## src/fetch_pkg.sv

```systemverilog
package fetch_pkg;

  typedef logic [31:0] word_t;

  localparam word_t START_ADDR = 32'h00001000;

  // requests per burst
  localparam int BURST_LEN = 4;

  // fetch FIFO sizing
  localparam int FIFO_AW    = 4;
  localparam int FIFO_DEPTH = 1 << FIFO_AW;

  // wide enough to count BURST_LEN requests or acks
  localparam int BURST_CW = $clog2(BURST_LEN + 1);

  // master to slave, read only
  typedef struct packed {
    logic  cyc;
    logic  stb;
    word_t adr;
  } wb_req_t;

  // slave to master
  typedef struct packed {
    logic  ack;
    logic  stall;
    word_t dat;
  } wb_rsp_t;

  // core side, ir[63:32] is the second word or zero
  typedef struct packed {
    logic        valid;
    word_t       pc;
    logic [63:0] ir;
  } fetch_out_t;

endpackage

```

## src/fetch_bus_requester.sv

```systemverilog
`timescale 1ns/100ps

module fetch_bus_requester
  import fetch_pkg::*;
(
  input  logic             clk_i,
  input  logic             rst_i,
  input  logic             pc_set_i,
  input  word_t            pc_in_i,
  input  logic             halt_i,
  input  logic [FIFO_AW:0] fifo_level_i,
  output wb_req_t          bus_req_o,
  input  wb_rsp_t          bus_rsp_i,
  output logic             push_o,
  output word_t            push_data_o
);

  typedef enum logic [1:0] {S_IDLE, S_FETCH, S_END, S_DRAIN} state_t;

  state_t              state, state_next;
  word_t               adr, adr_next;
  logic [BURST_CW-1:0] req_cnt, req_cnt_next;
  logic [BURST_CW-1:0] ack_cnt, ack_cnt_next;
  logic                accept;
  logic                ack_seen;
  logic                room;
  logic                settled;

  assign accept   = (state == S_FETCH) && !bus_rsp_i.stall;
  assign ack_seen = bus_rsp_i.ack && (state != S_IDLE);

  // a full burst must fit behind what is already buffered
  assign room = (int'(fifo_level_i) + BURST_LEN) <= FIFO_DEPTH;

  // counts including this cycle's request and ack
  assign settled = (req_cnt + BURST_CW'(accept)) == (ack_cnt + BURST_CW'(ack_seen));

  always_comb
  begin
    state_next   = state;
    adr_next     = adr;
    req_cnt_next = req_cnt + BURST_CW'(accept);
    ack_cnt_next = ack_cnt + BURST_CW'(ack_seen);

    case (state)
      S_IDLE:
      begin
        req_cnt_next = '0;
        ack_cnt_next = '0;
        if (!halt_i && room)
          state_next = S_FETCH;
      end
      S_FETCH:
      begin
        if (accept)
        begin
          adr_next = adr + 32'h4;
          if (req_cnt == BURST_CW'(BURST_LEN - 1))
            state_next = S_END; // last request of the burst
        end
      end
      S_END:
      begin
        if (settled)
          state_next = S_IDLE;
      end
      S_DRAIN:
      begin
        if (settled)
        begin
          req_cnt_next = '0;
          ack_cnt_next = '0;
          state_next   = halt_i ? S_IDLE : S_FETCH; // fifo is empty here
        end
      end
      default:
        state_next = S_IDLE;
    endcase

    // redirect, stale acks still have to be counted off the bus
    if (pc_set_i)
    begin
      adr_next = pc_in_i;
      if (state == S_IDLE || settled)
      begin
        req_cnt_next = '0;
        ack_cnt_next = '0;
        state_next   = halt_i ? S_IDLE : S_FETCH;
      end
      else
        state_next = S_DRAIN;
    end
  end

  always_ff @(posedge clk_i or posedge rst_i)
  begin
    if (rst_i)
    begin
      state   <= S_IDLE;
      adr     <= START_ADDR;
      req_cnt <= '0;
      ack_cnt <= '0;
    end
    else
    begin
      state   <= state_next;
      adr     <= adr_next;
      req_cnt <= req_cnt_next;
      ack_cnt <= ack_cnt_next;
    end
  end

  always_comb
  begin
    bus_req_o.cyc = (state != S_IDLE); // held until the last ack
    bus_req_o.stb = (state == S_FETCH);
    bus_req_o.adr = adr;
  end

  // drop anything acked while draining or redirecting
  assign push_o      = bus_rsp_i.ack && (state inside {S_FETCH, S_END}) && !pc_set_i;
  assign push_data_o = bus_rsp_i.dat;

endmodule

```

## src/fetch_fifo.sv

```systemverilog
`timescale 1ns/100ps

module fetch_fifo
  import fetch_pkg::*;
#(
  parameter type payload_t = word_t
)
(
  input  logic             clk_i,
  input  logic             rst_i,
  input  logic             flush_i,
  input  logic             push_i,
  input  payload_t         push_data_i,
  input  logic             pop_i,
  output payload_t         pop_data_o,
  output logic             empty_o,
  output logic [FIFO_AW:0] level_o
);

  payload_t           mem [FIFO_DEPTH];
  logic [FIFO_AW-1:0] wr_ptr;
  logic [FIFO_AW-1:0] rd_ptr;
  logic [FIFO_AW:0]   count;
  logic               do_push;
  logic               do_pop;

  assign do_push = push_i && !flush_i;
  assign do_pop  = pop_i && !flush_i && (count != '0);

  always_ff @(posedge clk_i)
  begin
    if (do_push)
      mem[wr_ptr] <= push_data_i;
  end

  always_ff @(posedge clk_i or posedge rst_i)
  begin
    if (rst_i)
    begin
      wr_ptr <= '0;
      rd_ptr <= '0;
      count  <= '0;
    end
    else if (flush_i)
    begin
      wr_ptr <= '0; // flush wins over push and pop
      rd_ptr <= '0;
      count  <= '0;
    end
    else
    begin
      if (do_push)
        wr_ptr <= wr_ptr + 1'b1;
      if (do_pop)
        rd_ptr <= rd_ptr + 1'b1;
      count <= count + (FIFO_AW + 1)'(do_push) - (FIFO_AW + 1)'(do_pop);
    end
  end

  assign pop_data_o = mem[rd_ptr]; // no bypass from the write side
  assign empty_o    = (count == '0);
  assign level_o    = count;

endmodule

```

## src/insn_assembler.sv

```systemverilog
`timescale 1ns/100ps

module insn_assembler
  import fetch_pkg::*;
(
  input  logic       clk_i,
  input  logic       rst_i,
  input  logic       pc_set_i,
  input  word_t      pc_in_i,
  input  logic       stall_i,
  output logic       pop_o,
  input  word_t      word_i,
  input  logic       empty_i,
  output fetch_out_t fetch_o
);

  typedef enum logic {S_FIRST, S_SECOND} state_t;

  state_t     state, state_next;
  word_t      pc, pc_next;
  word_t      low, low_next;
  fetch_out_t fetch_next;

  // head word is consumed whenever the core side can move
  assign pop_o = !pc_set_i && !stall_i && !empty_i;

  always_comb
  begin
    state_next = state;
    pc_next    = pc;
    low_next   = low;
    fetch_next = fetch_o;

    if (pc_set_i)
    begin
      state_next       = S_FIRST;
      pc_next          = pc_in_i;
      fetch_next.valid = 1'b0;
    end
    else if (!stall_i)
    begin
      fetch_next.valid = 1'b0;
      if (!empty_i)
      begin
        case (state)
          S_FIRST:
          begin
            if (word_i[0])
            begin
              low_next   = word_i; // wait for the high word
              state_next = S_SECOND;
            end
            else
            begin
              fetch_next.valid = 1'b1;
              fetch_next.pc    = pc;
              fetch_next.ir    = {32'h0, word_i};
              pc_next          = pc + 32'h4;
            end
          end
          S_SECOND:
          begin
            fetch_next.valid = 1'b1;
            fetch_next.pc    = pc;
            fetch_next.ir    = {word_i, low};
            pc_next          = pc + 32'h8;
            state_next       = S_FIRST;
          end
          default:
            state_next = S_FIRST;
        endcase
      end
    end
  end

  always_ff @(posedge clk_i)
  begin
    low <= low_next;
  end

  always_ff @(posedge clk_i or posedge rst_i)
  begin
    if (rst_i)
    begin
      state   <= S_FIRST;
      pc      <= START_ADDR;
      fetch_o <= '0;
    end
    else
    begin
      state   <= state_next;
      pc      <= pc_next;
      fetch_o <= fetch_next;
    end
  end

endmodule

```

## src/ifetch_top.sv

```systemverilog
`timescale 1ns/100ps

module ifetch_top
  import fetch_pkg::*;
(
  input  logic       clk_i,
  input  logic       rst_i,
  input  logic       pc_set_i,
  input  word_t      pc_in_i,
  input  logic       halt_i,
  input  logic       stall_i,
  output wb_req_t    bus_req_o,
  input  wb_rsp_t    bus_rsp_i,
  output fetch_out_t fetch_o
);

  logic             push;
  word_t            push_data;
  logic [FIFO_AW:0] fifo_level;
  logic             pop;
  word_t            fifo_data;
  logic             fifo_empty;

  fetch_bus_requester u_requester (
    .clk_i        (clk_i),
    .rst_i        (rst_i),
    .pc_set_i     (pc_set_i),
    .pc_in_i      (pc_in_i),
    .halt_i       (halt_i),
    .fifo_level_i (fifo_level),
    .bus_req_o    (bus_req_o),
    .bus_rsp_i    (bus_rsp_i),
    .push_o       (push),
    .push_data_o  (push_data)
  );

  fetch_fifo #(
    .payload_t (word_t)
  ) u_fifo (
    .clk_i       (clk_i),
    .rst_i       (rst_i),
    .flush_i     (pc_set_i), // old stream is dropped on redirect
    .push_i      (push),
    .push_data_i (push_data),
    .pop_i       (pop),
    .pop_data_o  (fifo_data),
    .empty_o     (fifo_empty),
    .level_o     (fifo_level)
  );

  insn_assembler u_assembler (
    .clk_i    (clk_i),
    .rst_i    (rst_i),
    .pc_set_i (pc_set_i),
    .pc_in_i  (pc_in_i),
    .stall_i  (stall_i),
    .pop_o    (pop),
    .word_i   (fifo_data),
    .empty_i  (fifo_empty),
    .fetch_o  (fetch_o)
  );

endmodule

```

## config.mk

```make
export PLATFORM = sky130hd
export DESIGN_NAME = ifetch_top
export DESIGN_NICKNAME = d
export VERILOG_FILES = /design/src/fetch_pkg.sv /design/src/fetch_bus_requester.sv /design/src/fetch_fifo.sv /design/src/insn_assembler.sv /design/src/ifetch_top.sv
export SDC_FILE = /design/constraint.sdc
export NUM_CORES = 1
export LEC_CHECK = 0
export BUFFER_PORTS_ARGS = -buffer_cell sky130_fd_sc_hd__buf_2
export CORE_MARGIN = 5
export CORE_UTILIZATION = 65
export DETAILED_ROUTE_END_ITERATION = 10
export PLACE_DENSITY = 0.85
export SLEW_MARGIN = 10
export SYNTH_ARGS = -nofsm -noshare
export SYNTH_HDL_FRONTEND = slang
export SYNTH_HIERARCHICAL = 1
export SYNTH_SLANG_ARGS = --single-unit
```

## constraint.sdc

```tcl
create_clock -name clk_i -period 8.2 [get_ports clk_i]
set_clock_uncertainty 0.1 [all_clocks]
set_input_delay 1.23 -clock clk_i [delete_from_list [all_inputs] [get_ports clk_i]]
set_output_delay 1.23 -clock clk_i [all_outputs]
set_load 0.005 [all_outputs]
```

After elaboration in Yosys (flattened, before gate mapping)
Memory sizes are Yosys's and may differ from the RTL's.
Cells that the tools add are included.
{"block": "word_totals", "mem_bits_rw": 512, "romBits": 0, "out_inout_bits": 131, "latchBits": 0, "memories": 1, "ff_bits": 214}
{"memory": "u_fifo.mem", "depth": 16, "width": 32, "rd": 1, "rd_ports_with_merged_regs": 0, "wr": 1, "line": "fetch_fifo.sv:20", "text": "payload_t mem [FIFO_DEPTH];"}
{"block": "op_classes", "bitwise": 4, "eq_ne": 14, "n_mul": 0, "add_sub_neg": 10, "n_div": 0, "magnitude_cmp": 1, "n_reduce_logical": 31, "shift": 0, "n_mux": 42}
{"cell": "97-bit two-way mux", "count": 3}
{"cell": "32-bit two-way mux", "count": 7}
{"cell": "97-bit one-hot mux with 2 select lines", "count": 1}
{"cell": "32-bit by 3-bit adder with 32-bit output (second input constant)", "count": 2}
{"cell": "32-bit one-hot mux with 2 select lines", "count": 1}
{"cell": "32-bit by 4-bit adder with 32-bit output (second input constant)", "count": 1}
{"cell": "32-bit by 6-bit less-or-equal comparator with 1-bit output (second input constant)", "count": 1}
{"cell": "3-bit two-way mux", "count": 6}
{"cell": "4-bit two-way mux", "count": 4}
{"cell": "3-bit by 2-bit inequality test with 1-bit output (second input constant)", "count": 5}
{"cell": "2-bit two-way mux", "count": 7}
{"cell": "3-bit one-hot mux with 2 select lines", "count": 2}
{"cell": "2-bit nonzero test", "count": 6}
{"cell": "1-bit logical AND", "count": 10}
{"cell": "5-bit AND reduction", "count": 2}
{"cell": "4-bit by 1-bit adder with 4-bit output (second input constant)", "count": 2}
{"cell": "1-bit two-way mux", "count": 8}
{"cell": "2-bit one-hot mux with 4 select lines", "count": 1}
{"cell": "3-bit by 1-bit adder with 3-bit output", "count": 2}
{"cell": "5-bit by 3-bit adder with 6-bit output (second input constant)", "count": 1}
{"cell": "2-bit inequality test (second input constant)", "count": 3}
{"cell": "5-bit by 1-bit adder with 5-bit output", "count": 1}
{"cell": "1-bit logical NOT", "count": 5}
{"cell": "5-bit logical NOT", "count": 1}
{"cell": "15 further kinds", "count": 20}

Depth between registers and ports, before layout
Gate-level depths: netlist of the first run.
{"block": "depth", "ltp_word": 8, "mapped_depth": 17, "depth_no_buf": 17}

Cells and area by module
The synthesis of the first run kept the hierarchy.
{"mod": "fetch_fifo", "instances": 1, "area_each_um2": 20419.6, "cells_per_inst": 1022, "seq_area_each_um2": 15700.1}
{"mod": "insn_assembler", "instances": 1, "area_each_um2": 6905.4, "cells_per_inst": 574, "seq_area_each_um2": 4185.3}
{"mod": "fetch_bus_requester", "instances": 1, "area_each_um2": 2543.7, "cells_per_inst": 280, "seq_area_each_um2": 1002.2}

Least setup slack after synthesis of the first run
Ideal clock, no wire load.
{"block": "synth_path", "kind": "input to register", "start": "in pc_set_i", "end": "reg u_assembler.low[10] (enable)", "required_ns": 7.681, "setup_slack_ns": 4.334, "stages": 4, "n_path_buf": 2, "arrival_ns": 3.347, "cell_sequence": "or3_1 -> buf_2 -> clkbuf_1 -> nor2_1"}
{"block": "synth_via", "elab_chain_cells": 2}
{"item": "from (decl)", "line": "ifetch_top.sv:8", "text": "input logic pc_set_i,"}
{"item": "1-bit NOT (no source line)"}
{"item": "5-bit AND reduction (no source line)"}
{"item": "to (signal assigned)", "line": "insn_assembler.sv:78", "text": "low <= low_next;"}
{"item": "to (decl)", "line": "insn_assembler.sv:21", "text": "word_t low, low_next;"}
No other way between the ends.
A chain may end at the register's enable or synchronous reset.

Final worst setup path of the first run
{"block": "layout_path", "start": "reg u_fifo.rd_ptr[2]", "end": "reg, netlist name u_assembler/fetch_o[89]"}
{"block": "layout_via", "elab_chain_cells": 3}
{"item": "from (decl)", "line": "fetch_fifo.sv:22", "text": "logic [FIFO_AW-1:0] rd_ptr;"}
{"item": "from (signal assigned)", "line": "fetch_fifo.sv:55", "text": "rd_ptr <= rd_ptr + 1'b1;"}
{"item": "memory read 16 x 32 bit"}
{"item": "net fifo_data[0]", "line": "ifetch_top.sv:21", "text": "word_t fifo_data;"}
{"item": "2-bit inequality test (no source line)"}
{"item": "4-bit AND reduction (no source line)"}
The timed path passes the listed nets, and every way through them passes these cells.

==> results of run 1 <==
[layout by cell type, fill, tap and decap left out, drive strengths merged, types with 20 or more instances in the layout]
master and instances:
nor2 29, nor3b 34, clkinv 25, a22o 31, xor2 47, edfxtp 543, mux2i 132, and2 26
mux2 34, clkbuf 86, inv 25, xnor2 20, mux4 64, ha 23, a22oi 127, nand2 120
buf 218, o21ai 87, a21oi 41, dfrtp 181, nand4 25, nand3 63
[area by class of cell]
cell class	instances	area [um^2]	area share, %
sequential	726	20900	63.0
multi-input combinational	988	8110	24.5
clock buffer	86	1840	5.54
timing repair buffer	218	1150	3.46
tap	600	751	2.26
clock inverter	33	320	0.966
inverter	24	95.1	0.287
antenna	4	10.0	0.0302
[critical path, cell delays in order, from the launching register on]
cell	delay, ns
dfrtp_2	0.82
buf_4	0.64
nor2_2	0.10
a22oi_1	0.27
nand3_1	0.14
nand2_2	0.11
buf_4	0.59
nand2_1	0.32
nand2_2	0.11
buf_4	0.65
mux2_2	0.43
[per-layer routing]
layer  wire length, um  track usage [%]
met1             27100             38.6
met2             35600             45.3
met3              8250             6.73
met4              2390             9.62
met5                41                0
[kinds of logic after synthesis]
kind of cell / share of synthesized area, %
compound gates: 7.04
xor+xnor: 1.96
fa+ha+maj: 1.03
buf+inv: 3.10
flops: 69.9
mux: 10.6
simple gates: 6.35
[worst min path at each step]
stage / to / slack, ns / cells after the start
3_3_place_gp: u_assembler/fetch_o[4]$_DFFE_PP0P_ / 0.35 / 2
2_1_floorplan: u_assembler/fetch_o[10]$_DFFE_PP0P_ / 0.35 / 2
4_1_cts: u_assembler/fetch_o[11]$_DFFE_PP0P_ / 0.38 / 2
3_5_place_dp: u_assembler/fetch_o[31]$_DFFE_PP0P_ / 0.36 / 2
6_report: u_assembler/fetch_o[19]$_DFFE_PP0P_ / 0.38 / 2
5_1_grt: u_assembler/fetch_o[20]$_DFFE_PP0P_ / 0.40 / 2
[power breakdown]
group	switching [mW]	internal, mW
logic	0.849	0.718
clock network	1.33	1.75
registers	0.278	4.28
[cell usage after synthesis, drive strengths merged, types with 10 or more instances]
| master | number |
|---|---|
| edfxtp | 543 |
| xor2 | 47 |
| and3 | 10 |
| mux4 | 64 |
| buf | 82 |
| a22o | 31 |
| nand2 | 120 |
| ha | 23 |
| o21ai | 87 |
| mux2 | 34 |
| a22oi | 127 |
| dfrtp | 181 |
| nor2 | 29 |
| a21oi | 41 |
| nor2b | 14 |
| xnor2 | 20 |
| nand3 | 63 |
| mux2i | 132 |
| nor3b | 34 |
| inv | 23 |
| and2 | 26 |
| clkbuf | 56 |
| nand4 | 25 |
[state kept, by name (all words and copies together), names as in the netlist]
register and count:
u_requester/adr 32, u_fifo/level_o 5, u_fifo/wr_ptr 4, u_assembler/fetch_o 97
u_fifo/mem 512, u_requester/state 2, u_assembler/low 31, u_assembler/pc 32
u_requester/req_cnt 3, u_requester/ack_cnt 3, u_assembler/state 1, u_fifo/rd_ptr 4
==> metrics.txt, run 1 <==
Post-synth EDFFs=543; outcome=complete, no violations; final instance area=33200 um^2; pin slew with the least headroom to its limit=1.28 ns; number of global-route vias before repair=17900; Final Routed Wirelength=73400 um; Highest Clock Rate=0.221 GHz; placer's final routability congestion estimate=0.873; required time at the worst-slack endpoint=8.56 ns; Critical path destination=u_assembler/fetch_o[89]$_DFFE_PP0P_; Port Buf Inserts=201; Critical Path Source Type=register; Worst Hold Class=register to register; core area=45400 um^2; Pre-antenna DRT Iters=6; biggest area consumer among synthesized cells=edfxtp_1; Root Buffer Master=clkbuf_16; data arrival time at the worst-slack endpoint=4.89 ns; area of the die=50300 um^2; hold path startpoint=u_assembler/low[19]$_DFFE_PP_; overall power of the completed layout=9.21 mW; clock sinks=726; routed wirelength normalized by instance count=27.4 um; ratio of routed vias to standard cells=6.70; TritonCTS buffer count=70; Bufs on Longest Clock Path=3; Worst Path Max Fanout=71; wire length of the first global-routing pass=107000 um; TritonCTS clock tree=done; period utilisation layout=55.1%; final slew viol count=0; Placement Rows=78; HPWL Detailed=40300 um; Placed Instance Area=31000 um^2; fraction of post-synthesis cell area in the top cell type by area=54.6%; width of the chip=224 um; warnings from Yosys=6; launching element of the worst setup path=u_fifo/rd_ptr[2]$_DFFE_PP0P_; post-route antenna net violation count=0; Peak VDD IR=0.220 mV; buffer count from post-CTS setup fixing=0; H-Tree Depth=3; overall track demand over capacity in global routing=28.1%; final net count=2123; total setup violations reported at the end of the flow=0; initial antenna violation count=6; CTS Hold Buffers Added=0; Syn Inst Count=1876; Static Leak=11.7 nW; # DRC=0; pwr dens=278 nW/um^2; CP Capture Type=register; cells resized by post-CTS repair=0; proportion of layout cells with a drive suffix above 1=21.9%; Relative slew margins=14.5%; setup slack at placement=3.40 ns; worst reg2reg startpoint=u_fifo/rd_ptr[2]$_DFFE_PP0P_; relative area change from synthesis to final layout=11.0%; clock-pin transition on the worst setup and hold timing paths=0.06 ns; Worst Hold Margin=0.379 ns; Die Span Y=224 um; global-route congestion overflow total=0; violation count after the first detailed-routing iteration=2464; crit path kind=register to register; Max-cap violations=0; sequential fraction of the synthesis area=69.9%; R2R depth=10; most frequently used flop master after synthesis=edfxtp_1; boundary pin count=202; crit path setup slack, layout=3.68 ns; slack of the worst reg-to-reg path=3.68 ns; FF+latch count, synth=726; RSZ-0062 raised after global routing=no; number of non-filler instances in the completed layout=2679; Post-Syn Area per Cell=15.9 um^2; Min Clock Period, post-route=4.52 ns; Placed Instances=2556; largest cells by area after synthesis=edfxtp_1 (55%), dfrtp_1 (15%), mux4_2 (4.5%); pin count of the biggest net entering global routing=112; distinct cell type count after synthesis=68; final hold violation count=0; final core utilization=73.1%; filler cell count in the final layout=2650; Via Count=17900; Initial Utilization=65.8%; post-synthesis async set-or-reset flop share=25.2%; final setup TNS=0 ns; reg-to-reg endpoint=u_assembler/fetch_o[89]$_DFFE_PP0P_; cell area after technology mapping=29900 um^2; worst-skew pair later-pin latency=0.61 ns; number of nets produced by synthesis=1971
Note: power is estimated with default switching activity, not from simulation.
==> inputs of run 2 (changes only) <==
CORE_UTILIZATION = 60   (was 65)
PLACE_DENSITY = 0.79   (was 0.85)
clock period = 4.34 ns   (was 8.2 ns; I/O delays follow)
==> run 2 against run 1 <==
Net effect:
- register-to-register slack worse by 2.8 ns
- total power is 90% higher
- hold slack worse by 0.34 ns
- fmax is 31% higher
- via count is 2.2% lower
- cell area is 1.1% higher
- flip-flop and latch count stayed put
- critical path depth is 7 higher
- clock power is 91% higher
- critical endpoint is now u_fifo/level_o[4]$_DFF_PP0_
- largest cell class unchanged
- largest power group unchanged
==> metrics.txt, run 2 (synthesis results as in run 1) <==
number of global-route vias before repair=17700; Worst Hold Margin=0.0413 ns; Placement Rows=81; Min Clock Period, post-route=3.44 ns; critical path's largest stage delay=0.43 ns; Highest Clock Rate=0.290 GHz; ratio of routed vias to standard cells=6.31; required time at the worst-slack endpoint=4.76 ns; Critical Path Most Common Cell=inv_1; boundary pin count=202; final hold violation count=0; post-route antenna net violation count=0; Static Leak=11.9 nW; filler cell count in the final layout=3261; Levels on crit path=17; Die Span Y=233 um; H-Tree Depth=3; kind of cell with the highest combined delay on the critical path=simple AND/OR/NAND/NOR gates; routed wirelength normalized by instance count=25.5 um; pin slew with the least headroom to its limit=1.20 ns; TritonCTS clock tree=done; Critical path destination=u_fifo/level_o[4]$_DFF_PP0_; global-route congestion overflow total=0; core area=49100 um^2; R2R depth=17; crit path kind=register to register; reg-to-reg endpoint=u_fifo/level_o[4]$_DFF_PP0_; outcome=complete, no violations; slack of the worst reg-to-reg path=0.90 ns; data arrival time at the worst-slack endpoint=3.86 ns; proportion of layout cells with a drive suffix above 1=23.1%; buffer count from post-CTS setup fixing=0; Pre-antenna DRT Iters=5; Peak VDD IR=0.377 mV; pin count of the biggest net entering global routing=121; master of the slowest instance on the critical path=or3_2; period utilisation layout=79.3%; # DRC=0; width of the chip=233 um; TritonCTS buffer count=73; violation count after the first detailed-routing iteration=2044; total setup violations reported at the end of the flow=0; final slew viol count=0; Worst Path Max Fanout=5; relative area change from synthesis to final layout=12.3%; Initial Utilization=60.9%; Placed Instances=2648; HPWL Detailed=43700 um; Bufs on Longest Clock Path=3; worst-skew pair later-pin latency=0.61 ns; wire length of the first global-routing pass=108000 um; final net count=2154; Regs by FF count=u_fifo/mem x512, u_assembler/fetch_o x97; placer's final routability congestion estimate=0.881; area of the die=54300 um^2; Worst Hold Class=input pin to async pin; Final Routed Wirelength=71000 um; pwr dens=521 nW/um^2; number of flip-flops under the largest register name=512; clock-pin transition on the worst setup and hold timing paths=0.06 ns; highest-count cells in the layout ignoring fill and taps=edfxtp_1 (543), buf_2 (200), dfrtp_1 (179); overall track demand over capacity in global routing=26.2%; most common cell after layout, fill and taps aside=edfxtp_1; Port Buf Inserts=201; number of non-filler instances in the completed layout=2779; Critical Path Source Type=register; launching element of the worst setup path=u_fifo/level_o[2]$_DFF_PP0_; footprint of the multi-input gates=8110 um^2; worst path buffer plus inverter count=5; cells resized by post-CTS repair=0; Relative slew margins=20.0%; Root Buffer Master=clkbuf_16; overall power of the completed layout=17.5 mW; Via Count=17500; CP Capture Type=register; worst reg2reg startpoint=u_fifo/level_o[2]$_DFF_PP0_; Max-cap violations=0; CTS Hold Buffers Added=0; RSZ-0062 raised after global routing=no; top register by number of flip-flops=u_fifo/mem; clock sinks=726; final setup TNS=0 ns; final core utilization=68.4%; critical path, cell by cell=inv_1, ha_1, or4b_1, inv_1, or3_2, inv_1, nand2_1, nor2_1, ha_1, inv_1, ha_1, inv_1, fa_1, nor2b_1, o21bai_1, nand3_1, nor3b_1; initial antenna violation count=7; Seq. cell area=20900 um^2
==> run 2: cell count changes in the layout (fill, tap and decap cells not counted), moves of 2 or more <==
cell / change
clkinv_2: +3
buf_12: +3
clkbuf_16: +4
clkbuf_8: +3
buf_4: +25
bufinv_16: -3
clkbuf_1: +4
clkinv_8: -2
inv_6: +3
==> run 2: per-stage QoR <==
stage	worst slack (ns)	cell area, um^2
2_1_floorplan	0.121	29900
3_3_place_gp	1.05	31300
3_5_place_dp	0.956	31300
4_1_cts	0.924	33500
5_1_grt	0.575	33500
6_report	0.897	33500
==> run 2: metal layers <==
layer	wire [um]	vias up	GRT usage (%)
li1	-	7597	-
met1	27700	8962	36.4
met2	34700	844	42.6
met3	6700	138	6.25
met4	1870	6	6.90
met5	41	-	0
==> run 2: cell type report <==
class	instances	share of cell area, %
diodes	3	0.0224
clock buffers	96	5.92
clock inverters	32	0.664
inverters	24	0.284
multi-input cells	988	24.2
flip-flops and latches	726	62.3
well taps	664	2.48
repair buffers	246	4.16
==> run 2: power by group <==
| part | switching, mW | total [mW] | internal [mW] |
|---|---|---|---|
| sequential | 0.459 | 8.54 | 8.09 |
| clock | 2.53 | 5.87 | 3.34 |
| combinational | 1.67 | 3.04 | 1.37 |
| total | 4.66 | 17.5 | 12.8 |
==> run 2: how the worst min path moves through the flow <==
stage / endpoint / slack [ns] / cells past startpoint / from
2_1_floorplan: u_assembler/fetch_o[10]$_DFFE_PP0P_ / 0.35 / 2 / u_assembler/low[10]$_DFFE_PP_
3_3_place_gp: u_assembler/fetch_o[22]$_DFFE_PP0P_ / 0.35 / 2 / u_assembler/low[22]$_DFFE_PP_
3_5_place_dp: u_assembler/fetch_o[5]$_DFFE_PP0P_ / 0.36 / 2 / u_assembler/low[5]$_DFFE_PP_
4_1_cts: u_fifo/level_o[1]$_DFF_PP0_ / 0.03 / 2 / rst_i
5_1_grt: u_fifo/level_o[1]$_DFF_PP0_ / 0.08 / 2 / rst_i
6_report: u_fifo/level_o[1]$_DFF_PP0_ / 0.04 / 2 / rst_i
